**src/hdl/desc_store_consts.svh**
```systemverilog
`ifndef DESC_STORE_CONSTS_SVH
`define DESC_STORE_CONSTS_SVH

// width of the memory write address and of every block address
`define DS_ADDR_WIDTH 32

// both FIFOs hold 2**3 entries
`define DS_FIFO_DEPTH_LOG2 3

// one write-back record fills exactly one 256 bit beat
`define DS_WB_WIDTH 256
`define DS_WB_BYTES 32     // address step from one record to the next

// ******************************
// sequencer state encodings
// ******************************
`define DS_STATE_IDLE  2'b00   // waiting for a block address or disabled
`define DS_STATE_LOAD  2'b01   // one cycle, loads the address counter
`define DS_STATE_STORE 2'b10   // writing records of the current block

`endif

```
**src/hdl/desc_store_pkg.sv**
```systemverilog
`include "desc_store_consts.svh"

package desc_store_pkg;

  // ******************************
  // descriptor as issued to the dispatcher
  // ******************************
  // only the fields that the store path writes back are carried
  typedef struct packed {
    logic [31:0] length;
    logic [31:0] destination;
    logic [31:0] source;
    logic [15:0] sequence_num;  // lets software match records to requests
    logic [7:0]  control;
    logic [1:0]  format;        // bit 1 marks the last descriptor of a block
  } descriptor_t;               // 122 bits

  // completion status returned by the dispatcher
  typedef struct packed {
    logic        early_termination;
    logic        eop_arrived;
    logic [7:0]  error;
    logic [31:0] actual_bytes;  // bytes really moved, may be short of length
  } response_t;                 // 42 bits

  // ******************************
  // merged record written back to host memory
  // ******************************
  // 122 descriptor bits, one ownership bit and 42 response bits leave 91 bits of padding
  typedef struct packed {
    logic [`DS_WB_WIDTH-166:0] reserved;  // always zero on the bus
    logic        early_termination;
    logic        eop_arrived;
    logic [7:0]  error;
    logic [31:0] actual_bytes;
    logic        owned_by_hw;            // cleared so software can reuse the slot
    logic [31:0] length;
    logic [31:0] destination;
    logic [31:0] source;
    logic [15:0] sequence_num;
    logic [7:0]  control;
    logic [1:0]  format;
  } writeback_t;

endpackage

```
**src/hdl/store_if.sv**
```systemverilog
`timescale 1ns/1ps
`include "desc_store_consts.svh"

// links the block sequencer to the write-back master
interface store_if (
  input logic clk              // sampled by the checks on the master side
);

  logic                      storing;    // sequencer sits in STORE
  logic [`DS_ADDR_WIDTH-1:0] address;    // where the next record goes
  logic                      beat_done;  // a write was accepted this cycle
  logic                      last_beat;  // and it carried the last record of the block

  modport sequencer (
    output storing,
    output address,
    input  beat_done,
    input  last_beat
  );

  modport master (
    input  clk,
    input  storing,
    input  address,
    output beat_done,
    output last_beat
  );

endinterface

```
**src/hdl/block_sequencer.sv**
```systemverilog
`timescale 1ns/1ps
`include "desc_store_consts.svh"

// walks the write address through each descriptor block
module block_sequencer (
  input  logic                      clk,
  input  logic                      reset,
  input  logic                      flush,
  input  logic                      enable_store,
  input  logic [`DS_ADDR_WIDTH-1:0] block_address,
  input  logic                      block_address_valid,
  output logic                      block_address_ready,
  output logic                      store_idle,
  input  logic                      write_pending,  // the master's m_write
  store_if.sequencer                st
);

  localparam logic [`DS_ADDR_WIDTH-1:0] ADDR_STEP = `DS_WB_BYTES;

  logic [1:0]                state;
  logic [1:0]                state_next;
  logic [`DS_ADDR_WIDTH-1:0] address_counter;
  logic                      stop_ok;

  // ******************************
  // state machine
  // ******************************
  // idle -> load -> store, and store goes back to load or idle at the end of a block

  // stopping is only safe at a beat boundary
  assign stop_ok = !write_pending || st.beat_done;

  always_comb
  begin
    state_next = state;
    if (!enable_store && stop_ok)
    begin
      state_next = `DS_STATE_IDLE;  // an open write is let through before stopping
    end
    else
    begin
      case (state)
        `DS_STATE_IDLE:
          if (block_address_valid)
            state_next = `DS_STATE_LOAD;
        `DS_STATE_LOAD:
          state_next = `DS_STATE_STORE;  // single cycle, the counter is loaded here
        `DS_STATE_STORE:
          if (st.last_beat)
            state_next = block_address_valid ? `DS_STATE_LOAD : `DS_STATE_IDLE;
        default:
          state_next = `DS_STATE_IDLE;
      endcase
    end
  end

  always_ff @(posedge clk)
  begin
    if (reset || flush)
      state <= `DS_STATE_IDLE;
    else
      state <= state_next;
  end

  // ******************************
  // descriptor address counter
  // ******************************
  always_ff @(posedge clk)
  begin
    if (state == `DS_STATE_LOAD)
      address_counter <= block_address;  // start of the next block
    else if (st.beat_done)
      address_counter <= address_counter + ADDR_STEP;  // one record per beat
  end

  assign block_address_ready = (state == `DS_STATE_LOAD);  // pops the block address source
  assign store_idle          = (state == `DS_STATE_IDLE);
  assign st.storing          = (state == `DS_STATE_STORE);
  assign st.address          = address_counter;

  // the block address source has to keep valid high until its ready pulse
  a_block_addr_held: assert property (@(posedge clk) disable iff (reset)
    block_address_ready |-> block_address_valid);

endmodule

```
**src/hdl/desc_fifo.sv**
```systemverilog
`timescale 1ns/1ps
`include "desc_store_consts.svh"

// show-ahead FIFO, head always presents the oldest entry without a read request
module desc_fifo #(
  parameter type payload_t = logic [7:0]
) (
  input  logic     clk,
  input  logic     reset,
  input  logic     flush,
  input  payload_t push_data,
  input  logic     push_valid,
  output logic     push_ready,
  output payload_t head,
  output logic     empty,
  input  logic     pop
);

  localparam logic [`DS_FIFO_DEPTH_LOG2:0] DEPTH = 1 << `DS_FIFO_DEPTH_LOG2;

  payload_t                       mem [0:DEPTH-1];
  logic [`DS_FIFO_DEPTH_LOG2-1:0] wr_ptr;  // wraps naturally since the depth is a power of two
  logic [`DS_FIFO_DEPTH_LOG2-1:0] rd_ptr;
  logic [`DS_FIFO_DEPTH_LOG2:0]   count;   // one extra bit to tell full from empty
  logic                           full;
  logic                           push;

  assign full       = (count == DEPTH);
  assign empty      = (count == '0);
  assign push_ready = !full;
  assign push       = push_valid && push_ready;  // a transfer needs both sides
  assign head       = mem[rd_ptr];               // visible one edge after the write

  // ******************************
  // pointers and occupancy
  // ******************************
  always_ff @(posedge clk)
  begin
    if (reset || flush)
    begin
      wr_ptr <= '0;
      rd_ptr <= '0;
      count  <= '0;  // stale entries simply become unreachable
    end
    else
    begin
      if (push)
        wr_ptr <= wr_ptr + 1'b1;
      if (pop)
        rd_ptr <= rd_ptr + 1'b1;
      case ({push, pop})
        2'b10:   count <= count + 1'b1;
        2'b01:   count <= count - 1'b1;
        default: count <= count;  // idle, or push and pop cancel out
      endcase
    end
  end

  always_ff @(posedge clk)
  begin
    if (push)
      mem[wr_ptr] <= push_data;
  end

  // the consumer only pops a head that is really there
  a_no_pop_empty: assert property (@(posedge clk) disable iff (reset)
    pop |-> !empty);

  // a push never lands on the slot of the unread head
  a_no_push_full: assert property (@(posedge clk) disable iff (reset)
    push |-> (empty || wr_ptr != rd_ptr));

endmodule

```
**src/hdl/desc_store_top.sv**
```systemverilog
`timescale 1ns/1ps
`include "desc_store_consts.svh"

module desc_store_top (
  input  logic                        clk,
  input  logic                        reset,
  output logic [`DS_ADDR_WIDTH-1:0]   m_address,
  output logic                        m_write,
  output desc_store_pkg::writeback_t  m_writedata,
  input  logic                        m_waitrequest,
  input  logic [`DS_ADDR_WIDTH-1:0]   block_address,
  input  logic                        block_address_valid,
  output logic                        block_address_ready,
  input  desc_store_pkg::descriptor_t descriptor,
  input  logic                        descriptor_valid,
  output logic                        descriptor_ready,
  input  desc_store_pkg::response_t   response,
  input  logic                        response_valid,
  output logic                        response_ready,
  input  logic                        enable_store,
  input  logic                        flush,
  output logic                        store_idle
);

  desc_store_pkg::descriptor_t desc_head;
  desc_store_pkg::response_t   resp_head;
  logic                        desc_empty;
  logic                        resp_empty;
  logic                        pop;  // one accepted beat retires a head from each FIFO

  store_if st_bus (.clk(clk));

  // ******************************
  // issued descriptors and their completions
  // ******************************
  desc_fifo #(.payload_t(desc_store_pkg::descriptor_t)) u_desc_fifo (
    .clk(clk), .reset(reset), .flush(flush),
    .push_data(descriptor), .push_valid(descriptor_valid), .push_ready(descriptor_ready),
    .head(desc_head), .empty(desc_empty), .pop(pop)
  );

  desc_fifo #(.payload_t(desc_store_pkg::response_t)) u_resp_fifo (
    .clk(clk), .reset(reset), .flush(flush),
    .push_data(response), .push_valid(response_valid), .push_ready(response_ready),
    .head(resp_head), .empty(resp_empty), .pop(pop)
  );

  block_sequencer u_seq (
    .clk(clk), .reset(reset), .flush(flush), .enable_store(enable_store),
    .block_address(block_address), .block_address_valid(block_address_valid),
    .block_address_ready(block_address_ready), .store_idle(store_idle),
    .write_pending(m_write), .st(st_bus.sequencer)
  );

  writeback_master u_master (
    .desc_head(desc_head), .desc_empty(desc_empty),
    .resp_head(resp_head), .resp_empty(resp_empty), .pop(pop),
    .m_address(m_address), .m_write(m_write), .m_writedata(m_writedata),
    .m_waitrequest(m_waitrequest), .st(st_bus.master)
  );

endmodule

```
**src/hdl/writeback_master.sv**
```systemverilog
`timescale 1ns/1ps
`include "desc_store_consts.svh"

// merges the two FIFO heads into one record and writes it in a single beat
module writeback_master (
  input  desc_store_pkg::descriptor_t desc_head,
  input  logic                        desc_empty,
  input  desc_store_pkg::response_t   resp_head,
  input  logic                        resp_empty,
  output logic                        pop,
  output logic [`DS_ADDR_WIDTH-1:0]   m_address,
  output logic                        m_write,
  output desc_store_pkg::writeback_t  m_writedata,
  input  logic                        m_waitrequest,
  store_if.master                     st
);

  // ******************************
  // record merge
  // ******************************
  always_comb
  begin
    m_writedata                   = '0;  // padding bits go out as zero
    m_writedata.format            = desc_head.format;
    m_writedata.control           = desc_head.control;
    m_writedata.sequence_num      = desc_head.sequence_num;
    m_writedata.source            = desc_head.source;
    m_writedata.destination       = desc_head.destination;
    m_writedata.length            = desc_head.length;
    m_writedata.owned_by_hw       = 1'b0;  // hands the descriptor back to software
    m_writedata.actual_bytes      = resp_head.actual_bytes;
    m_writedata.error             = resp_head.error;
    m_writedata.eop_arrived       = resp_head.eop_arrived;
    m_writedata.early_termination = resp_head.early_termination;
  end

  // a record needs both its descriptor and its response
  assign m_write      = st.storing && !desc_empty && !resp_empty;
  assign m_address    = st.address;
  assign st.beat_done = m_write && !m_waitrequest;  // accepted this cycle
  assign st.last_beat = st.beat_done && desc_head.format[1];
  assign pop          = st.beat_done;  // retires both heads together

  // nothing is popped under waitrequest so the beat holds until accepted
  // m_write can only drop here through flush or reset
  a_hold_beat: assert property (@(posedge st.clk)
    (m_write && m_waitrequest) |=>
      (!m_write || ($stable(m_writedata) && $stable(m_address))));

endmodule
```
**config.mk**
```make
export PLATFORM = sky130hd
export DESIGN_NAME = desc_store_top
export DESIGN_NICKNAME = d
export VERILOG_FILES = /design/src/hdl/desc_store_pkg.sv /design/src/hdl/store_if.sv /design/src/hdl/block_sequencer.sv /design/src/hdl/desc_fifo.sv /design/src/hdl/desc_store_top.sv /design/src/hdl/writeback_master.sv
export VERILOG_INCLUDE_DIRS = /design/src /design/src/hdl
export SDC_FILE = /design/constraint.sdc
export NUM_CORES = 1
export LEC_CHECK = 0
export ABC_CLOCK_PERIOD_IN_PS = 33800
export BUFFER_PORTS_ARGS = -buffer_cell sky130_fd_sc_hd__buf_2
export CAP_MARGIN = 5
export CORE_UTILIZATION = 25
export CTS_CLUSTER_DIAMETER = 60
export DETAILED_ROUTE_END_ITERATION = 8
export PLACE_DENSITY_LB_ADDON = 0.25
export SYNTH_ARGS = -nofsm -noshare
export SYNTH_HDL_FRONTEND = slang
export SYNTH_SLANG_ARGS = --single-unit
export TNS_END_PERCENT = 30
```
**constraint.sdc**
```tcl
create_clock -name clk -period 33.8 [get_ports clk]
set_input_delay 3.38 -clock clk [delete_from_list [all_inputs] [get_ports clk]]
set_output_delay 3.38 -clock clk [all_outputs]
set_load 0.03 [all_outputs]
```
==> results.toml, run 1 <==
[place]
placed_cell_area_sq_mm = 0.0582
place_congestion = 0.699
pre_cts_ws_ns = 26.12
dp_cells = 5481
dp_hpwl_um = 72900
io_buffers = 404

[route]
avgRoutedWirePerCell_um = 22.2
drc = 0
viasPerCell = 4.23
wl_um = 128000
num_vias = 24500
first_pass_iters = 5
antenna_left = 0
drtIter0Drc = 1556

[power]
sw_frac_of_total_pct = 21.9
p_leak_nw = 19.9
peakVddDrop_v = 0.0000507
intPower_mw = 2.91
design_power_total_mw = 3.72
pwr-share-comb_pct = 3.7
seq_power_share_pct = 50.9
p_clk_share_pct = 45.4
netSwitchingPower_mw = 0.815
power.density_mw_per_mm2 = 58.7

[synthesis]
netlist_top_cells_count = "1344 x edfxtp_1, 328 x mux4_2, 164 x mux2_2"
avgSynthCellArea_sq_um = 22.7
ys_types = 45
synth_largest_area_cell = "edfxtp_1"
yosysMostFrequentCell = "edfxtp_1"
synth-edff-count = 1344
async_flop_share_pct = 0
synth.top_cell.area_share_pct = 76.2
synth_seq_area_share_pct = 77.3
synthCells = 2334
synthTopCellsByArea = "edfxtp_1 76%, mux4_2 14%, mux2_2 3.5%"
ys_seq_elements = 1372
ys.flop_type = "edfxtp_1"
ys.warnings.count = 0
syn_area_sq_mm = 0.0529

[global_routing]
gr-total-overflow = 0
grt_max_degree = 103
grt_pass1_wl_um = 183000
use_met2_pct = 18.6
grt_pass1_vias = 25600
busiest_layer = "met2"
grtUsageMet3_pct = 4.87
grtUsageMet1_pct = 14.8
grt_usage_pct = 11.9
antenna_found_initial = 62

[critical_path]
cp_data_required_time_ns = 30.42
critPathSlowestCell = "buf_4"
path_delay_family = "buffers and inverters"
critPathBufInv = 4
cp_common_cell = "buf_4"
crit_type = "reg2out"
cp.arrival_ns = 4.97
cp_max_fo = 58
crit_chain = "buf_4 -> buf_4 -> buf_4 -> mux4_2 -> mux2_2 -> buf_2"
worstSetupEndpointType = "primary output"
max_stage_delay_ns = 0.80
startpoint_type = "register"

[clock_tree]
cts_hold_buffers = 0
cts_made_buffers = 158
cts_num_sinks = 1372
clk_latency_ns = 0.82
clk_path_buf_depth = 3
cts_setup_buffers = 0
clk_pin_slew_worst_paths_ns = 0.06
cts_resized = 0
htree_levels = 4
root_buffer = "clkbuf_16"
tritoncts = "yes"

[die]
core.rowCount = 168
start_util_pct = 25.2
top_level_ports = 497
fp.dieH_um = 462
core_area_sq_mm = 0.210
fp.dieArea_sq_mm = 0.214
die_w_um = 462

[timing]
hold_viol = 0
worstMarginPinSlew_ns = 1.08
rsz0062_at_grt = "false"
final-setup-viol-count = 0
slew_violations = 0
post-route-min-period_ns = 8.35
finalSetupTns_ns = 0
hold-worst-slack_ns = 0.475
max_freq_ghz = 0.120
clock_skew_ns = 0.0504
fin_crit_sh_pct = 24.7
relSlewSlack_pct = 28.1
setup_slack_ns = 25.45

[run_status]
run_status = "finished clean"

[cells_and_area]
nNetsFinal = 3051
seqCellArea_sq_mm = 0.0409
multi_input_area_sq_mm = 0.0113
stdcell_count = 5787
fin_util_pct = 30.2
filler_cell_count = 20300
fin_area_sq_mm = 0.0634
drive_above_1_share_pct = 40.4
area_delta_synth_final_pct = 19.8

[job]
maxCapViolCount = 0

[worst_hold_path]
worstHoldPathType = "reg2reg"
-- cell families after synthesis --
kind of cell | after synthesis | share of synthesized area [%]
simple gates | 157 | 1.60
buf+inv | 212 | 2.23
mux | 496 | 17.5
flops | 1372 | 77.3
compound gates | 58 | 0.631
other cells | 1 | 0.00708
xor+xnor | 27 | 0.447
fa+ha+maj | 11 | 0.260
-- worst min-delay path, delay by kind of cell, from the launching register on --
kind | cells | cell delay (ns)
AO/OA/AOI/OAI | 2 | 0.13
flip-flops | 1 | 0.30
-- power groups by stage --
| stage | Clock (mW) | Combinational (mW) | Sequential (mW) |
|---|---|---|---|
| CTS | 1.75 | 0.140 | 1.90 |
| finish | 1.69 | 0.137 | 1.90 |
| global route | 1.81 | 0.149 | 1.90 |
| detailed placement | 0 | 0.140 | 1.93 |
| floorplan | 0 | 0.0824 | 1.94 |
| global placement | 0 | 0.139 | 1.93 |
-- registers in the layout (all words and copies together) (netlist names), named ones only --
signal and flops:
u_desc_fifo.count 4, u_desc_fifo.mem 976, u_desc_fifo.rd_ptr 3, u_desc_fifo.wr_ptr 3
u_resp_fifo.count 4, u_resp_fifo.mem 336, u_resp_fifo.rd_ptr 3, u_resp_fifo.wr_ptr 3
u_seq.st.address 32, u_seq.state 2
-- final timing paths --
check / cells past startpoint / to / slack, ns / from
worst min-delay path: 2 / register / 0.47 / u_desc_fifo.rd_ptr[2]$_SDFFE_PP0P_
worst max register to register: 6 / u_desc_fifo.mem[2][77]$_DFFE_PP_ / 29.82 / u_desc_fifo.count[1]$_SDFFE_PP0P_
worst max-delay path: 6 / m_writedata[43] / 25.45 / register
worst min register to register: 2 / register / 0.47 / u_desc_fifo.rd_ptr[2]$_SDFFE_PP0P_
-- area by class of cell --
class                      count  area share (%)
clock inverter                98            1.73
clock buffer                 191            6.49
inverter                      10          0.0592
timing repair buffer         453            3.81
tap                         2805            5.53
sequential                  1372            64.5
antenna                       17          0.0671
multi-input combinational    841            17.8
-- per-layer routing --
layer / wire length [um] / part of all wire, %
met1: 53800 / 42
met2: 60100 / 47
met4: 2720 / 2.1
met3: 11200 / 8.8
met5: 388 / 0.30
-- placed cells by master, fill, tap and decap left out, types with 11 or more instances in the layout --
cell / count
ha_1: 11
buf_2: 404
clkinv_2: 19
clkinv_1: 34
clkbuf_1: 30
dfxtp_1: 22
diode_2: 17
bufinv_16: 13
xnor2_1: 12
edfxtp_1: 1344
buf_4: 47
mux2_2: 164
mux4_2: 328
nand2_1: 35
o21ai_0: 27
xor2_1: 15
clkbuf_16: 159
nor2_1: 28
nand3_1: 17
a21oi_1: 11
conb_1: 92
(Power assumes the default switching activity.)
==> inputs of run 2 (changes only) <==
--- a/config.mk
+++ b/config.mk
@@ -6,7 +6,7 @@
 export SDC_FILE = /design/constraint.sdc
 export NUM_CORES = 1
 export LEC_CHECK = 0
-export ABC_CLOCK_PERIOD_IN_PS = 33800
+export ABC_CLOCK_PERIOD_IN_PS = 6800
 export BUFFER_PORTS_ARGS = -buffer_cell sky130_fd_sc_hd__buf_2
 export CAP_MARGIN = 5
 export CORE_UTILIZATION = 25
==> constraint.sdc (replaced) <==
create_clock -name clk -period 6.8 [get_ports clk]
set_input_delay 0.68 -clock clk [delete_from_list [all_inputs] [get_ports clk]]
set_output_delay 0.68 -clock clk [all_outputs]
set_load 0.03 [all_outputs]
==> run 2 against run 1 <==
Net effect:
- via count down 0.19%
- setup slack got worse by 23 ns
- register-to-register slack worse by 26 ns
- flip-flop and latch count unchanged
- clock power grew to 5.0 times the previous value
- count of clock-buffer cells in the layout rose by 8
- cell count is 0.21% lower
- critical endpoint is now m_writedata[97]
- largest cell class unchanged
==> results.toml, run 2 (same netlist as run 1, synthesis figures left out) <==
[global_routing]
grt_max_degree = 131
grt_pass1_wl_um = 183000
grt_pass1_vias = 25900
grt_usage_pct = 11.9
gr-total-overflow = 0
antenna_found_initial = 63

[clock_tree]
cts_setup_buffers = 0
clk_path_buf_depth = 3
clk_latency_ns = 0.80
root_buffer = "clkbuf_16"
tritoncts = "yes"
cts_made_buffers = 162
cts_num_sinks = 1372
cts_resized = 0
clk_pin_slew_worst_paths_ns = 0.06
htree_levels = 4
cts_hold_buffers = 0

[route]
first_pass_iters = 5
antenna_left = 0
drtIter0Drc = 1366
avgRoutedWirePerCell_um = 22.2
drc = 0
wl_um = 128000
viasPerCell = 4.24
num_vias = 24500

[critical_path]
critPathSlowestCell = "dfxtp_4"
worst-path-stages = 4
r2r_cells = 5
r2r-end = "u_desc_fifo.mem[2][59]$_DFFE_PP_"
cp_data_required_time_ns = 6.12
critPathBufInv = 2
cp.arrival_ns = 3.60
path_delay_family = "multiplexers"
crit_path_end = "m_writedata[97]"
reg2reg_from = "u_desc_fifo.count[1]$_SDFFE_PP0P_"
ff2ff_setup_slack_ns = 3.54
max_stage_delay_ns = 0.80
cp_max_fo = 108
startpoint_type = "register"
crit_type = "reg2out"
worstSetupEndpointType = "primary output"
crit_chain = "buf_12 -> mux4_2 -> mux2_2 -> buf_2"

[cells_and_area]
layout_common_cells = "1344 x edfxtp_1, 404 x buf_2, 328 x mux4_2, 164 x mux2_2, 163 x clkbuf_16"
largest_register_ffs = 976
fin_area_sq_mm = 0.0636
nNetsFinal = 3044
final_common_cell = "edfxtp_1"
filler_cell_count = 20400
drive_above_1_share_pct = 40.4
area_delta_synth_final_pct = 20.1
regMostFlops = "u_desc_fifo.mem"
fin_util_pct = 30.3

[job]
maxCapViolCount = 0

[die]
fp.dieH_um = 462
start_util_pct = 25.2
die_w_um = 462
core.rowCount = 168
fp.dieArea_sq_mm = 0.214
top_level_ports = 497
core_area_sq_mm = 0.210

[power]
peakVddDrop_v = 0.000237
p_leak_nw = 19.9
power.density_mw_per_mm2 = 292

[timing]
max_freq_ghz = 0.233
clock_skew_ns = 0.0640
post-route-min-period_ns = 4.28
relSlewSlack_pct = 25.1
worstMarginPinSlew_ns = 1.12
slew_violations = 0
hold-worst-slack_ns = 0.128
hold_viol = 0
final-setup-viol-count = 0
fin_crit_sh_pct = 63.0
rsz0062_at_grt = "false"

[place]
placed_cell_area_sq_mm = 0.0583
dp_hpwl_um = 68600
io_buffers = 404
place_congestion = 0.691

[worst_hold_path]
worstHoldPathType = "in2reg"

[run_status]
run_status = "finished clean"
==> run 2: cell count changes in the layout (fill, tap and decap cells not counted), moves of 4 or more <==
cell	delta
clkinv_1	-7
buf_4	-22
diode_2	-11
clkbuf_16	+4
inv_8	+4
clkinvlp_4	+9
clkbuf_1	+5
bufinv_16	-5
buf_12	+11
==> run 2: layout make-up <==
| type | count | area, sq um | area share (%) |
|---|---|---|---|
| flip-flops and latches | 1372 | 40900 | 64.4 |
| multi-input cells | 841 | 11300 | 17.8 |
| clock buffers | 199 | 4220 | 6.64 |
| well taps | 2805 | 3510 | 5.52 |
| repair buffers | 442 | 2470 | 3.88 |
| clock inverters | 100 | 1080 | 1.71 |
| inverters | 10 | 37.5 | 0.0590 |
| diodes | 6 | 15.0 | 0.0236 |
==> run 2: per-stage QoR <==
| step | power [mW] | TNS, ns | setup WS [ns] | instances |
|---|---|---|---|---|
| 6_report | 18.5 | 0 | 2.52 | 5775 |
| 5_1_grt | 19.2 | 0 | 2.18 | 5772 |
| 4_1_cts | 18.9 | 0 | 2.32 | 5769 |
| 3_5_place_dp | 10.3 | 0 | 3.23 | 5470 |
| 3_3_place_gp | 10.3 | 0 | 3.21 | 5470 |
| 2_1_floorplan | 10.0 | -1400.38 | -4.12 | 2425 |
==> run 2: worst min path at each step <==
stage | slack, ns | end | cells past startpoint | startpoint
2_1_floorplan | 0.46 | u_resp_fifo.count[3]$_SDFFE_PP0P_ | 2 | u_resp_fifo.count[3]$_SDFFE_PP0P_
3_3_place_gp | 0.47 | register | 2 | u_desc_fifo.rd_ptr[2]$_SDFFE_PP0P_
3_5_place_dp | 0.48 | register | 2 | u_resp_fifo.rd_ptr[2]$_SDFFE_PP0P_
4_1_cts | 0.02 | u_desc_fifo.mem[6][65]$_DFFE_PP_ | 1 | descriptor[65]
5_1_grt | 0.05 | u_desc_fifo.mem[5][115]$_DFFE_PP_ | 1 | descriptor[115]
6_report | 0.13 | u_desc_fifo.mem[4][25]$_DFFE_PP_ | 1 | descriptor[25]
==> run 2: report_power, final <==
group / switching [mW] / internal [mW]
combinational: 0.480 / 0.198
sequential: 0.0286 / 9.39
clock: 3.62 / 4.83
==> run 2: per-layer routing <==
layer | routed length (um) | vias to the layer above | track usage (%)
li1 | - | 10600 | -
met1 | 53000 | 12900 | 14.7
met2 | 60300 | 599 | 18.9
met3 | 11700 | 280 | 5.27
met4 | 2520 | 80 | 3.09
met5 | 478 | - | 0
